--- config.mk ---
export PLATFORM = sky130hd
export DESIGN_NAME = spi_target_top
export DESIGN_NICKNAME = d
export VERILOG_FILES = /design/src/common/spi_target_pkg.sv /design/src/spi_peripheral/spi_peripheral.sv /design/src/source/register_bank.sv /design/src/source/byte_fifo.sv /design/src/source/crc8_unit.sv /design/src/source/spi_target_top.sv
export SDC_FILE = /design/constraint.sdc
export NUM_CORES = 1
export LEC_CHECK = 0
export BUFFER_PORTS_ARGS = -buffer_cell sky130_fd_sc_hd__clkbuf_2
export CORE_AREA = 3 3 168 170
export CTS_BUF_LIST = sky130_fd_sc_hd__clkbuf_16
export DETAILED_ROUTE_END_ITERATION = 16
export DIE_AREA = 0 0 171 173
export PLACE_DENSITY = 0.68
export SETUP_SLACK_MARGIN = 0.1
export SLEW_MARGIN = 20
export SYNTH_ARGS = -nofsm -noshare
export SYNTH_HDL_FRONTEND = slang
export SYNTH_HIERARCHICAL = 1
export SYNTH_SLANG_ARGS = --single-unit
--- constraint.sdc ---
create_clock -name clock_in -period 3.3 [get_ports clock_in]
set_input_delay 0 -clock clock_in [delete_from_list [all_inputs] [get_ports clock_in]]
set_output_delay 0 -clock clock_in [all_outputs]
set_load 0.02 [all_outputs]
--- src/common/spi_target_pkg.sv ---
/*
 * SPI target shared definitions
 * Byte and operand count types used between the SPI framing block
 * and the sub-peripherals, and the opcode map of the register bank,
 * byte FIFO and CRC-8 unit.
 */

package spi_target_pkg;

    // One SPI data byte
    typedef logic [7:0] byte_t;

    // Operand bytes completed in the current transaction, wraps around
    typedef logic [15:0] operand_count_t;

    // Register bank, low 3 bits carry the start address
    localparam byte_t OP_REG_WRITE_BASE = 8'h10;
    localparam byte_t OP_REG_READ_BASE  = 8'h18;

    // Byte FIFO
    localparam byte_t OP_FIFO_PUSH  = 8'h20;
    localparam byte_t OP_FIFO_POP   = 8'h21;
    localparam byte_t OP_FIFO_LEVEL = 8'h22;

    // CRC-8 unit
    localparam byte_t OP_CRC_FEED  = 8'h30;
    localparam byte_t OP_CRC_READ  = 8'h31;
    localparam byte_t OP_CRC_CLEAR = 8'h32;

endpackage

--- src/spi_peripheral/spi_peripheral.sv ---
/*
 * SPI framing block
 * Synchronizes the SPI pins, captures one opcode byte followed by any
 * number of operand bytes (mode 0, MSB first), and strobes them to the
 * sub-peripherals. The highest-priority valid response is registered
 * and shifted back out during each operand byte.
 */

`timescale 1ns/1ps

module spi_peripheral import spi_target_pkg::*; (
    input  logic           clock_in,
    input  logic           arst_n,

    // External SPI pins
    input  logic           spi_select,
    input  logic           spi_clock,
    input  logic           spi_data_in,
    output logic           spi_data_out,

    // Towards the sub-peripherals
    output byte_t          opcode,
    output byte_t          operand,
    output logic           opcode_valid,
    output logic           operand_valid,
    output operand_count_t operand_count,

    // Responses, highest priority first
    input  byte_t          response_1,
    input  byte_t          response_2,
    input  byte_t          response_3,
    input  logic           response_1_valid,
    input  logic           response_2_valid,
    input  logic           response_3_valid
);

    logic  select_meta;
    logic  clock_meta;
    logic  data_meta;
    logic  select_sync;
    logic  clock_sync;
    logic  data_sync;
    logic  clock_sync_last;
    logic  clock_rise;

    // 15..8 while the opcode arrives, then 7..0 for every operand byte
    logic [3:0] bit_index;

    byte_t selected_response;
    byte_t response_reg;
    logic  data_out_reg;

    assign clock_rise = clock_sync & ~clock_sync_last;

    // Fixed priority among the sub-peripheral responses
    always_comb begin
        if (response_1_valid) begin
            selected_response = response_1;
        end else if (response_2_valid) begin
            selected_response = response_2;
        end else if (response_3_valid) begin
            selected_response = response_3;
        end else begin
            selected_response = 8'h00;
        end
    end

    // Two-flop synchronizer plus edge history
    always_ff @(posedge clock_in or negedge arst_n) begin
        if (!arst_n) begin
            select_meta     <= 1'b1;
            clock_meta      <= 1'b0;
            data_meta       <= 1'b0;
            select_sync     <= 1'b1;
            clock_sync      <= 1'b0;
            data_sync       <= 1'b0;
            clock_sync_last <= 1'b0;
        end else begin
            select_meta     <= spi_select;
            clock_meta      <= spi_clock;
            data_meta       <= spi_data_in;
            select_sync     <= select_meta;
            clock_sync      <= clock_meta;
            data_sync       <= data_meta;
            clock_sync_last <= clock_sync;
        end
    end

    // Framing state; select high ends the transaction
    always_ff @(posedge clock_in or negedge arst_n) begin
        if (!arst_n) begin
            bit_index     <= 4'd15;
            opcode_valid  <= 1'b0;
            operand_valid <= 1'b0;
            operand_count <= '0;
            response_reg  <= 8'h00;
            data_out_reg  <= 1'b0;
        end else if (select_sync) begin
            bit_index     <= 4'd15;
            opcode_valid  <= 1'b0;
            operand_valid <= 1'b0;
            operand_count <= '0;
            response_reg  <= 8'h00;
            data_out_reg  <= 1'b0;
        end else begin
            operand_valid <= 1'b0;
            response_reg  <= selected_response;

            // Reply bits only during operand bytes
            if (bit_index < 4'd8) begin
                data_out_reg <= response_reg[bit_index[2:0]];
            end else begin
                data_out_reg <= 1'b0;
            end

            if (clock_rise) begin
                if (bit_index == 4'd8) begin
                    opcode_valid <= 1'b1;
                end

                // Last bit of a byte wraps back to 7 for the next operand
                if (bit_index == 4'd0) begin
                    operand_valid <= 1'b1;
                    operand_count <= operand_count + 16'd1;
                    bit_index     <= 4'd7;
                end else begin
                    bit_index <= bit_index - 4'd1;
                end
            end
        end
    end

    // Opcode and operand shift registers
    always_ff @(posedge clock_in) begin
        if (clock_rise && !select_sync) begin
            if (bit_index > 4'd7) begin
                opcode[bit_index[2:0]] <= data_sync;
            end else begin
                operand[bit_index[2:0]] <= data_sync;
            end
        end
    end

    // Idle line stays low while deselected
    assign spi_data_out = data_out_reg & ~spi_select;

endmodule

--- src/source/register_bank.sv ---
/*
 * Register bank
 * Eight byte registers accessed in bursts. The opcode carries the start
 * address and each operand byte moves to the next address, wrapping
 * modulo 8, for both writes and reads.
 */

`timescale 1ns/1ps

module register_bank import spi_target_pkg::*; (
    input  logic           clock_in,
    input  logic           arst_n,

    input  byte_t          opcode,
    input  logic           opcode_valid,
    input  byte_t          operand,
    input  logic           operand_valid,
    input  operand_count_t operand_count,

    output byte_t          response,
    output logic           response_valid
);

    byte_t      regs [8];

    logic       is_write;
    logic       is_read;
    logic [2:0] start_addr;
    logic [2:0] read_addr;
    logic [2:0] write_addr;

    // Opcode decode on the upper five bits
    assign is_write = opcode_valid && (opcode[7:3] == OP_REG_WRITE_BASE[7:3]);
    assign is_read  = opcode_valid && (opcode[7:3] == OP_REG_READ_BASE[7:3]);

    assign start_addr = opcode[2:0];

    // Count already includes the byte being written
    assign write_addr = start_addr + operand_count[2:0] - 3'd1;

    // Count of completed bytes selects the one being shifted out
    assign read_addr  = start_addr + operand_count[2:0];

    always_ff @(posedge clock_in or negedge arst_n) begin
        if (!arst_n) begin
            for (int i = 0; i < 8; i++) begin
                regs[i] <= 8'h00;
            end
        end else if (is_write && operand_valid) begin
            regs[write_addr] <= operand;
        end
    end

    // Writes reply with zero
    always_comb begin
        response_valid = is_write || is_read;
        if (is_read) begin
            response = regs[read_addr];
        end else begin
            response = 8'h00;
        end
    end

endmodule

--- src/source/byte_fifo.sv ---
/*
 * Byte FIFO
 * Circular buffer with read and write pointers and a fill counter.
 * Push stores operand bytes and drops them when full, pop presents the
 * head byte and advances per operand, level reports the fill count.
 */

`timescale 1ns/1ps

module byte_fifo import spi_target_pkg::*; #(
    parameter int FIFO_DEPTH = 16
) (
    input  logic  clock_in,
    input  logic  arst_n,

    input  byte_t opcode,
    input  logic  opcode_valid,
    input  byte_t operand,
    input  logic  operand_valid,

    output byte_t response,
    output logic  response_valid
);

    localparam int PTR_W = $clog2(FIFO_DEPTH);

    byte_t            mem [FIFO_DEPTH];

    logic [PTR_W-1:0] wr_ptr;
    logic [PTR_W-1:0] rd_ptr;
    logic [PTR_W:0]   fill;

    logic             is_push;
    logic             is_pop;
    logic             is_level;
    logic             full;
    logic             empty;
    logic             do_push;
    logic             do_pop;

    assign is_push  = opcode_valid && (opcode == OP_FIFO_PUSH);
    assign is_pop   = opcode_valid && (opcode == OP_FIFO_POP);
    assign is_level = opcode_valid && (opcode == OP_FIFO_LEVEL);

    assign full  = (fill == (PTR_W + 1)'(FIFO_DEPTH));
    assign empty = (fill == '0);

    // Overflow and underflow leave the FIFO untouched
    assign do_push = is_push && operand_valid && !full;
    assign do_pop  = is_pop && operand_valid && !empty;

    always_ff @(posedge clock_in or negedge arst_n) begin
        if (!arst_n) begin
            wr_ptr <= '0;
            rd_ptr <= '0;
            fill   <= '0;
        end else begin
            if (do_push) begin
                wr_ptr <= wr_ptr + 1'b1;
            end
            if (do_pop) begin
                rd_ptr <= rd_ptr + 1'b1;
            end
            // Push and pop never share an opcode
            if (do_push) begin
                fill <= fill + 1'b1;
            end else if (do_pop) begin
                fill <= fill - 1'b1;
            end
        end
    end

    // Storage
    always_ff @(posedge clock_in) begin
        if (do_push) begin
            mem[wr_ptr] <= operand;
        end
    end

    always_comb begin
        response_valid = is_push || is_pop || is_level;
        if (is_pop && !empty) begin
            response = mem[rd_ptr];
        end else if (is_level) begin
            response = 8'(fill);
        end else begin
            response = 8'h00;
        end
    end

endmodule

--- src/source/crc8_unit.sv ---
/*
 * CRC-8 unit
 * Accumulates operand bytes into a CRC-8 (poly 0x07, init 0x00, MSB
 * first, no reflection, no final XOR). Separate opcodes feed bytes,
 * read the checksum and clear it.
 */

`timescale 1ns/1ps

module crc8_unit import spi_target_pkg::*; (
    input  logic  clock_in,
    input  logic  arst_n,

    input  byte_t opcode,
    input  logic  opcode_valid,
    input  byte_t operand,
    input  logic  operand_valid,

    output byte_t response,
    output logic  response_valid
);

    byte_t crc;

    logic  is_feed;
    logic  is_read;
    logic  is_clear;

    // One byte through the polynomial, bit 7 first
    function automatic byte_t crc8_next(byte_t crc_in, byte_t data);
        byte_t c;
        c = crc_in ^ data;
        for (int i = 0; i < 8; i++) begin
            if (c[7]) begin
                c = (c << 1) ^ 8'h07;
            end else begin
                c = c << 1;
            end
        end
        return c;
    endfunction

    assign is_feed  = opcode_valid && (opcode == OP_CRC_FEED);
    assign is_read  = opcode_valid && (opcode == OP_CRC_READ);
    assign is_clear = opcode_valid && (opcode == OP_CRC_CLEAR);

    // Clear holds at zero for the rest of its transaction
    always_ff @(posedge clock_in or negedge arst_n) begin
        if (!arst_n) begin
            crc <= 8'h00;
        end else if (operand_valid) begin
            if (is_feed) begin
                crc <= crc8_next(crc, operand);
            end else if (is_clear) begin
                crc <= 8'h00;
            end
        end
    end

    assign response_valid = is_feed || is_read || is_clear;
    assign response       = is_read ? crc : 8'h00;

endmodule

--- src/source/spi_target_top.sv ---
/*
 * SPI target top level
 * Connects the SPI framing block to the register bank, byte FIFO and
 * CRC-8 unit. Response priority follows the port order on the
 * framing block.
 */

`timescale 1ns/1ps

module spi_target_top import spi_target_pkg::*; #(
    parameter int FIFO_DEPTH = 16
) (
    input  logic clock_in,
    input  logic arst_n,
    input  logic spi_select,
    input  logic spi_clock,
    input  logic spi_data_in,
    output logic spi_data_out
);

    byte_t          opcode;
    byte_t          operand;
    logic           opcode_valid;
    logic           operand_valid;
    operand_count_t operand_count;

    byte_t          reg_response;
    byte_t          fifo_response;
    byte_t          crc_response;
    logic           reg_response_valid;
    logic           fifo_response_valid;
    logic           crc_response_valid;

    spi_peripheral u_spi_peripheral (
        .clock_in         (clock_in),
        .arst_n           (arst_n),
        .spi_select       (spi_select),
        .spi_clock        (spi_clock),
        .spi_data_in      (spi_data_in),
        .spi_data_out     (spi_data_out),
        .opcode           (opcode),
        .operand          (operand),
        .opcode_valid     (opcode_valid),
        .operand_valid    (operand_valid),
        .operand_count    (operand_count),
        .response_1       (reg_response),
        .response_2       (fifo_response),
        .response_3       (crc_response),
        .response_1_valid (reg_response_valid),
        .response_2_valid (fifo_response_valid),
        .response_3_valid (crc_response_valid)
    );

    register_bank u_register_bank (
        .clock_in       (clock_in),
        .arst_n         (arst_n),
        .opcode         (opcode),
        .opcode_valid   (opcode_valid),
        .operand        (operand),
        .operand_valid  (operand_valid),
        .operand_count  (operand_count),
        .response       (reg_response),
        .response_valid (reg_response_valid)
    );

    byte_fifo #(
        .FIFO_DEPTH (FIFO_DEPTH)
    ) u_byte_fifo (
        .clock_in       (clock_in),
        .arst_n         (arst_n),
        .opcode         (opcode),
        .opcode_valid   (opcode_valid),
        .operand        (operand),
        .operand_valid  (operand_valid),
        .response       (fifo_response),
        .response_valid (fifo_response_valid)
    );

    crc8_unit u_crc8_unit (
        .clock_in       (clock_in),
        .arst_n         (arst_n),
        .opcode         (opcode),
        .opcode_valid   (opcode_valid),
        .operand        (operand),
        .operand_valid  (operand_valid),
        .response       (crc_response),
        .response_valid (crc_response_valid)
    );

endmodule

==> flow_metrics.env, run 1 <==
export IMPL_core_mm2=0.0269
export IMPL_ir_worst_vdd_mv=0.305
export IMPL_clkPwrFrac=0.452
export IMPL_crit_fanout=5
export IMPL_syn_avg_cell_area_um2=16.2
export IMPL_crit_path_start_kind="flip-flop"
export IMPL_grt_pass1_vias=6306
export IMPL_via_per_inst=5.62
export IMPL_postCtsSetupBuffers=0
export IMPL_cellPowerDensity_mw_per_mm2=487
export IMPL_drt_pass1_iterations=5
export IMPL_slew_violations=0
export IMPL_rsz0062_at_grt="false"
export IMPL_fp_dieH_um=173
export IMPL_drt_antenna_violating_nets=0
export IMPL_ys_warn_count=6
export IMPL_hold_viol_final=0
export IMPL_maxSlewHeadroom=0.339
export IMPL_dieArea_mm2=0.0296
export IMPL_synth_area_mm2=0.0114
export IMPL_worstSkewPairLatency_ns=0.53
export IMPL_internal_power_mw=4.96
export IMPL_tightest_slew_ns=0.991
export IMPL_htree_levels=1
export IMPL_maxCapViolCount=0
export IMPL_clk_pin_slew_ns=0.06
export IMPL_crit_type="flip-flop to flip-flop"
export IMPL_hold_class="input pin to flip-flop"
export IMPL_leakage_nw=4.96
export IMPL_regMostFlops="u_byte_fifo/mem"
export IMPL_finalSetupViolations=0
export IMPL_stdcell_area_mm2=0.0128
export IMPL_max_freq_mhz=339
export IMPL_grt_usage=0.159
export IMPL_syn2layout_area_growth_pct=12.0
export IMPL_clk_path_buf_depth=3
export IMPL_clock_skew_final_ns=0.00876
export IMPL_grt_max_degree=65
export IMPL_portBuffers=5
export IMPL_die_w_um=171
export IMPL_hpwl_mm=14.7
export IMPL_arrival_ns=3.35
export IMPL_num_io_pins=6
export IMPL_cts_root_buf="clkbuf_16"
export IMPL_required_ns=3.70
export IMPL_routed_wl_mm=23.1
export IMPL_drc=0
export IMPL_drt_iter0_drc=422
export IMPL_start_util=0.424
export IMPL_seq_power_share=0.540
export IMPL_antenna_found_initial=0
export IMPL_syn_num_nets=721
export IMPL_sw_frac_of_total=0.202
export IMPL_synth_cells=702
export IMPL_period_minus_slack_ns=2.95
export IMPL_drive_gt1_frac=0.289
export IMPL_switching_power_mw=1.26
export IMPL_cts_tree="built"
export IMPL_post_route_period_util=0.895
export IMPL_fillCellCount=2255
export IMPL_hold_slack_ns=0.115
export IMPL_placed_area_mm2=0.0119
export IMPL_reg_top3="u_byte_fifo/mem (128), u_register_bank/regs (64)"
export IMPL_nets=754
export IMPL_grt_pass1_wl_mm=36.5
export IMPL_clock_sinks=254
export IMPL_vias=6158
export IMPL_largest_reg_flops=128
export IMPL_status="finished clean"
export IMPL_overflow=0
export IMPL_endpoint_kind="flip-flop"
export IMPL_cts_buffers=26
export IMPL_core_rowCount=60
export IMPL_wire_per_inst_um=21.1
export IMPL_diodes=0
export IMPL_gp_congestion=0.826
export IMPL_setup_tns_ns=0
export IMPL_p_comb_frac=0.008
## power by group through the flow
stage	Clock, mW	Combinational (mW)	Sequential, mW
after global routing	3.00	0.0589	3.36
after detailed placement	0	0.0487	3.42
after global placement	0	0.0490	3.42
after floorplan	0	0.0205	3.41
final	2.81	0.0502	3.36
after CTS	2.89	0.0527	3.35
## layout by cell type, fill, tap and decap left out, drive strengths merged, types with 4 or more instances in the layout
master and n:
dlygate4sd3 4, xor2 9, buf 28, nand2b 6, nor3b 5, nand3 7
dfstp 6, a221oi 9, dfrtp 104, mux2i 17, and3 14, a211oi 8
a221o 6, edfxtp 144, and2 15, nand2 16, o21ai 9, clkinv 15
xnor2 23, ha 12, inv 19, mux2 68, nor3 19, nor4b 4
a21oi 6, mux4 48, nor2b 20, or4 4, nor4 6, clkbuf 30
nor2 33
## path summary, 6_finish.rpt
kind                       slack, ns  cells past startpoint                            startpoint                               endpoint
max in group asynchronous       2.42                      3                                arst_n   u_register_bank/regs[26]$_DFFE_PN0P_
min in group asynchronous       0.14                      2                                arst_n   u_spi_peripheral/data_sync$_DFF_PN0_
hold / removal                  0.12                      2                             spi_clock  u_spi_peripheral/clock_meta$_DFF_PN0_
setup reg to reg                0.35                      9  u_spi_peripheral/opcode[4]$_DFFE_PP_        u_byte_fifo/fill[4]$_DFFE_PN0P_
hold reg to reg                 0.35                      0  u_spi_peripheral/data_meta$_DFF_PN0_   u_spi_peripheral/data_sync$_DFF_PN0_
setup / recovery                0.35                      9  u_spi_peripheral/opcode[4]$_DFFE_PP_        u_byte_fifo/fill[4]$_DFFE_PN0P_
## per-layer routing
| metal | wire [um] | track usage |
|---|---|---|
| met1 | 10400 | 0.233 |
| met4 | 670 | 0.0490 |
| met5 | 0 | 0 |
| met3 | 1050 | 0.0201 |
| met2 | 10900 | 0.248 |
## metrics by stage
| step | util | total power, mW | std cells | worst slack, ns |
|---|---|---|---|---|
| after floorplan | - | 3.43 | 702 | 0.436 |
| after global placement | 0.443 | 3.47 | 1044 | 0.321 |
| after detailed placement | 0.443 | 3.47 | 1044 | 0.286 |
| after CTS | 0.475 | 6.30 | 1096 | 0.252 |
| after global routing | 0.475 | 6.42 | 1096 | 0.196 |
| final | 0.475 | 6.22 | 1096 | 0.346 |
## repair_timing
action / in CTS / in global routing
endpoints found under the setup margin: 0 / 1
resized for setup: 0 / 1
endpoints found under the hold margin: 60 / 0
hold buffers: 4 / 0
## worst max-delay path, cell delays in order (launching register included)
cell	delay [ns]
edfxtp_1	0.44
or4b_1	0.58
nor3_1	0.34
and2_1	0.21
inv_1	0.11
fa_1	0.42
a21o_1	0.20
a21oi_2	0.23
nor4b_1	0.09
nand4bb_1	0.20
## final cells by class
cell class | count | area [um^2] | share of cell area
multi-input combinational | 403 | 4100 | 0.321
clock buffer | 26 | 651 | 0.0510
tap | 341 | 427 | 0.0334
clock inverter | 22 | 175 | 0.0137
inverter | 14 | 52.6 | 0.00412
timing repair buffer | 36 | 283 | 0.0221
sequential | 254 | 7090 | 0.555
(Power assumes the default switching activity.)
==> inputs of run 2 (changes only) <==
--- a/config.mk
+++ b/config.mk
@@ -5,11 +5,12 @@
 export SDC_FILE = /design/constraint.sdc
 export NUM_CORES = 1
 export LEC_CHECK = 0
+export ABC_AREA = 1
 export BUFFER_PORTS_ARGS = -buffer_cell sky130_fd_sc_hd__clkbuf_2
-export CORE_AREA = 3 3 168 170
+export CORE_AREA = 3 3 176 178
 export CTS_BUF_LIST = sky130_fd_sc_hd__clkbuf_16
 export DETAILED_ROUTE_END_ITERATION = 16
-export DIE_AREA = 0 0 171 173
+export DIE_AREA = 0 0 179 181
 export PLACE_DENSITY = 0.68
 export SETUP_SLACK_MARGIN = 0.1
 export SLEW_MARGIN = 20
==> run 2 against run 1 <==
Against the previous run: global-route usage increased by 2.5 points; clock-buffer cell count unchanged; register-to-register slack improved by 0.33 ns; synthesized cell count increased by 89%; cell count increased by 58%.
==> flow_metrics.env, run 2 <==
export IMPL_status="finished clean"
export IMPL_grt_max_degree=55
export IMPL_diodes=0
export IMPL_syn2layout_area_growth_pct=9.05
export IMPL_leakage_nw=5.76
export IMPL_grt_pass1_vias=8887
export IMPL_r2r_end="u_spi_peripheral/response_reg[5]$_DFF_PN0_"
export IMPL_drc=0
export IMPL_total_power_mw=6.18
export IMPL_maxCapViolCount=0
export IMPL_crit_path_start_kind="flip-flop"
export IMPL_grt_usage=0.184
export IMPL_required_ns=3.75
export IMPL_max_freq_mhz=382
export IMPL_tightest_slew_ns=0.780
export IMPL_num_io_pins=6
export IMPL_hold_class="input pin to async pin"
export IMPL_clk_pin_slew_ns=0.06
export IMPL_syn_num_nets=1344
export IMPL_portBuffers=5
export IMPL_endpoint_kind="flip-flop"
export IMPL_drt_iter0_drc=972
export IMPL_ir_worst_vdd_mv=0.325
export IMPL_cpMaxStageDelayCell="fa_1"
export IMPL_maxSlewHeadroom=0.480
export IMPL_core_rowCount=63
export IMPL_wire_per_inst_um=17.0
export IMPL_largest_reg_flops=128
export IMPL_clock_sinks=254
export IMPL_clk_path_buf_depth=3
export IMPL_rsz0062_at_grt="false"
export IMPL_cts_tree="built"
export IMPL_layout_commonest_cell="nand2_1"
export IMPL_crit_type="flip-flop to flip-flop"
export IMPL_drt_antenna_violating_nets=0
export IMPL_overflow=0
export IMPL_cp_cell_sequence="ha_1 -> inv_1 -> fa_1 -> buf_4 -> inv_2 -> o21ai_0 -> o22ai_1 -> nor2_1 -> nor2_1 -> o21ai_0 -> a21oi_1"
export IMPL_crit_fanout=17
export IMPL_hpwl_mm=18.6
export IMPL_fp_dieH_um=181
export IMPL_reg_top3="u_byte_fifo/mem (128), u_register_bank/regs (64)"
export IMPL_ys_warn_count=6
export IMPL_antenna_found_initial=0
export IMPL_htree_levels=1
export IMPL_regMostFlops="u_byte_fifo/mem"
export IMPL_hold_viol_final=0
export IMPL_via_per_inst=5.40
export IMPL_reg2reg_depth=11
export IMPL_final_cell_mix="nand2_1, edfxtp_1, dfrtp_1"
export IMPL_drt_pass1_iterations=6
export IMPL_setup_slack_ns=0.679
export IMPL_post_route_period_util=0.794
export IMPL_synth_area_mm2=0.0125
export IMPL_gp_congestion=0.884
export IMPL_crit_path_max_incr_delay_ns=0.44
export IMPL_dieArea_mm2=0.0324
export IMPL_slew_violations=0
export IMPL_cts_root_buf="clkbuf_16"
export IMPL_vias=9376
export IMPL_die_w_um=179
export IMPL_nets=1345
export IMPL_cts_repair_resized=0
export IMPL_rr_startpoint="u_spi_peripheral/opcode[0]$_DFFE_PP_"
export IMPL_finalSetupViolations=0
export IMPL_arrival_ns=3.07
export IMPL_start_util=0.422
export IMPL_setup_tns_ns=0
export IMPL_hold_buffers=4
export IMPL_rrSetupSlack_ns=0.68
export IMPL_clock_skew_final_ns=0.0137
export IMPL_grt_pass1_wl_mm=47.7
export IMPL_hold_slack_ns=0.0900
export IMPL_drive_gt1_frac=0.105
export IMPL_syn_avg_cell_area_um2=9.41
export IMPL_cellPowerDensity_mw_per_mm2=454
export IMPL_core_mm2=0.0296
export IMPL_worstSkewPairLatency_ns=0.53
export IMPL_period_minus_slack_ns=2.62
export IMPL_routed_wl_mm=29.6
export IMPL_postCtsSetupBuffers=0
export IMPL_synth_cells=1325
export IMPL_cts_buffers=26
export IMPL_dp_slack_ns=0.739
run 2: worst max path at each step:
stage	cells after the start	slack [ns]	to	start
2_1_floorplan	10	0.89	u_register_bank/regs[32]$_DFFE_PN0P_	u_spi_peripheral/opcode[0]$_DFFE_PP_
3_3_place_gp	11	0.75	u_spi_peripheral/response_reg[5]$_DFF_PN0_	u_spi_peripheral/opcode[0]$_DFFE_PP_
3_5_place_dp	11	0.74	u_spi_peripheral/response_reg[5]$_DFF_PN0_	u_spi_peripheral/opcode[0]$_DFFE_PP_
4_1_cts	11	0.70	u_spi_peripheral/response_reg[5]$_DFF_PN0_	u_spi_peripheral/opcode[0]$_DFFE_PP_
5_1_grt	11	0.52	u_spi_peripheral/response_reg[5]$_DFF_PN0_	u_spi_peripheral/opcode[0]$_DFFE_PP_
6_report	11	0.68	u_spi_peripheral/response_reg[5]$_DFF_PN0_	u_spi_peripheral/opcode[0]$_DFFE_PP_
run 2: per-layer routing:
layer / global-route usage / vias up / wire, um
li1: - / 4468 / -
met1: 0.266 / 4545 / 13200
met2: 0.287 / 298 / 13600
met3: 0.0259 / 65 / 1770
met4: 0.0580 / 0 / 946
met5: 0 / - / 0
run 2: layout make-up:
| cell class | instances | area [um^2] |
|---|---|---|
| fillers | 2754 | 16000 |
| repair buffers | 42 | 315 |
| multi-input cells | 918 | 4620 |
| clock buffers | 26 | 651 |
| clock inverters | 21 | 123 |
| inverters | 84 | 322 |
| flip-flops and latches | 254 | 7090 |
| well taps | 390 | 488 |
run 2: where the power goes:
group	switching [mW]	leakage (nW)	internal, mW
clock network	1.19	0.407	1.50
registers	0.0297	2.80	3.35
logic	0.0754	2.56	0.0241
run 2: critical path: cells and delay by family (launching register included):
| kind | cells | cell delay (ns) |
|---|---|---|
| buffers and inverters | 3 | 0.55 |
| adders and majority gates | 2 | 0.66 |
| DFF | 1 | 0.43 |
| AOI/OAI and AO/OA | 4 | 0.66 |
| and+or+nand+nor | 2 | 0.22 |
run 2: through the flow:
step | utilization | area, um^2 | instances
after global placement | 0.433 | 12800 | 1684
after CTS | 0.460 | 13600 | 1735
after global routing | 0.460 | 13600 | 1735
after detailed placement | 0.433 | 12800 | 1684
after floorplan | - | 12500 | 1325
final | 0.460 | 13600 | 1735
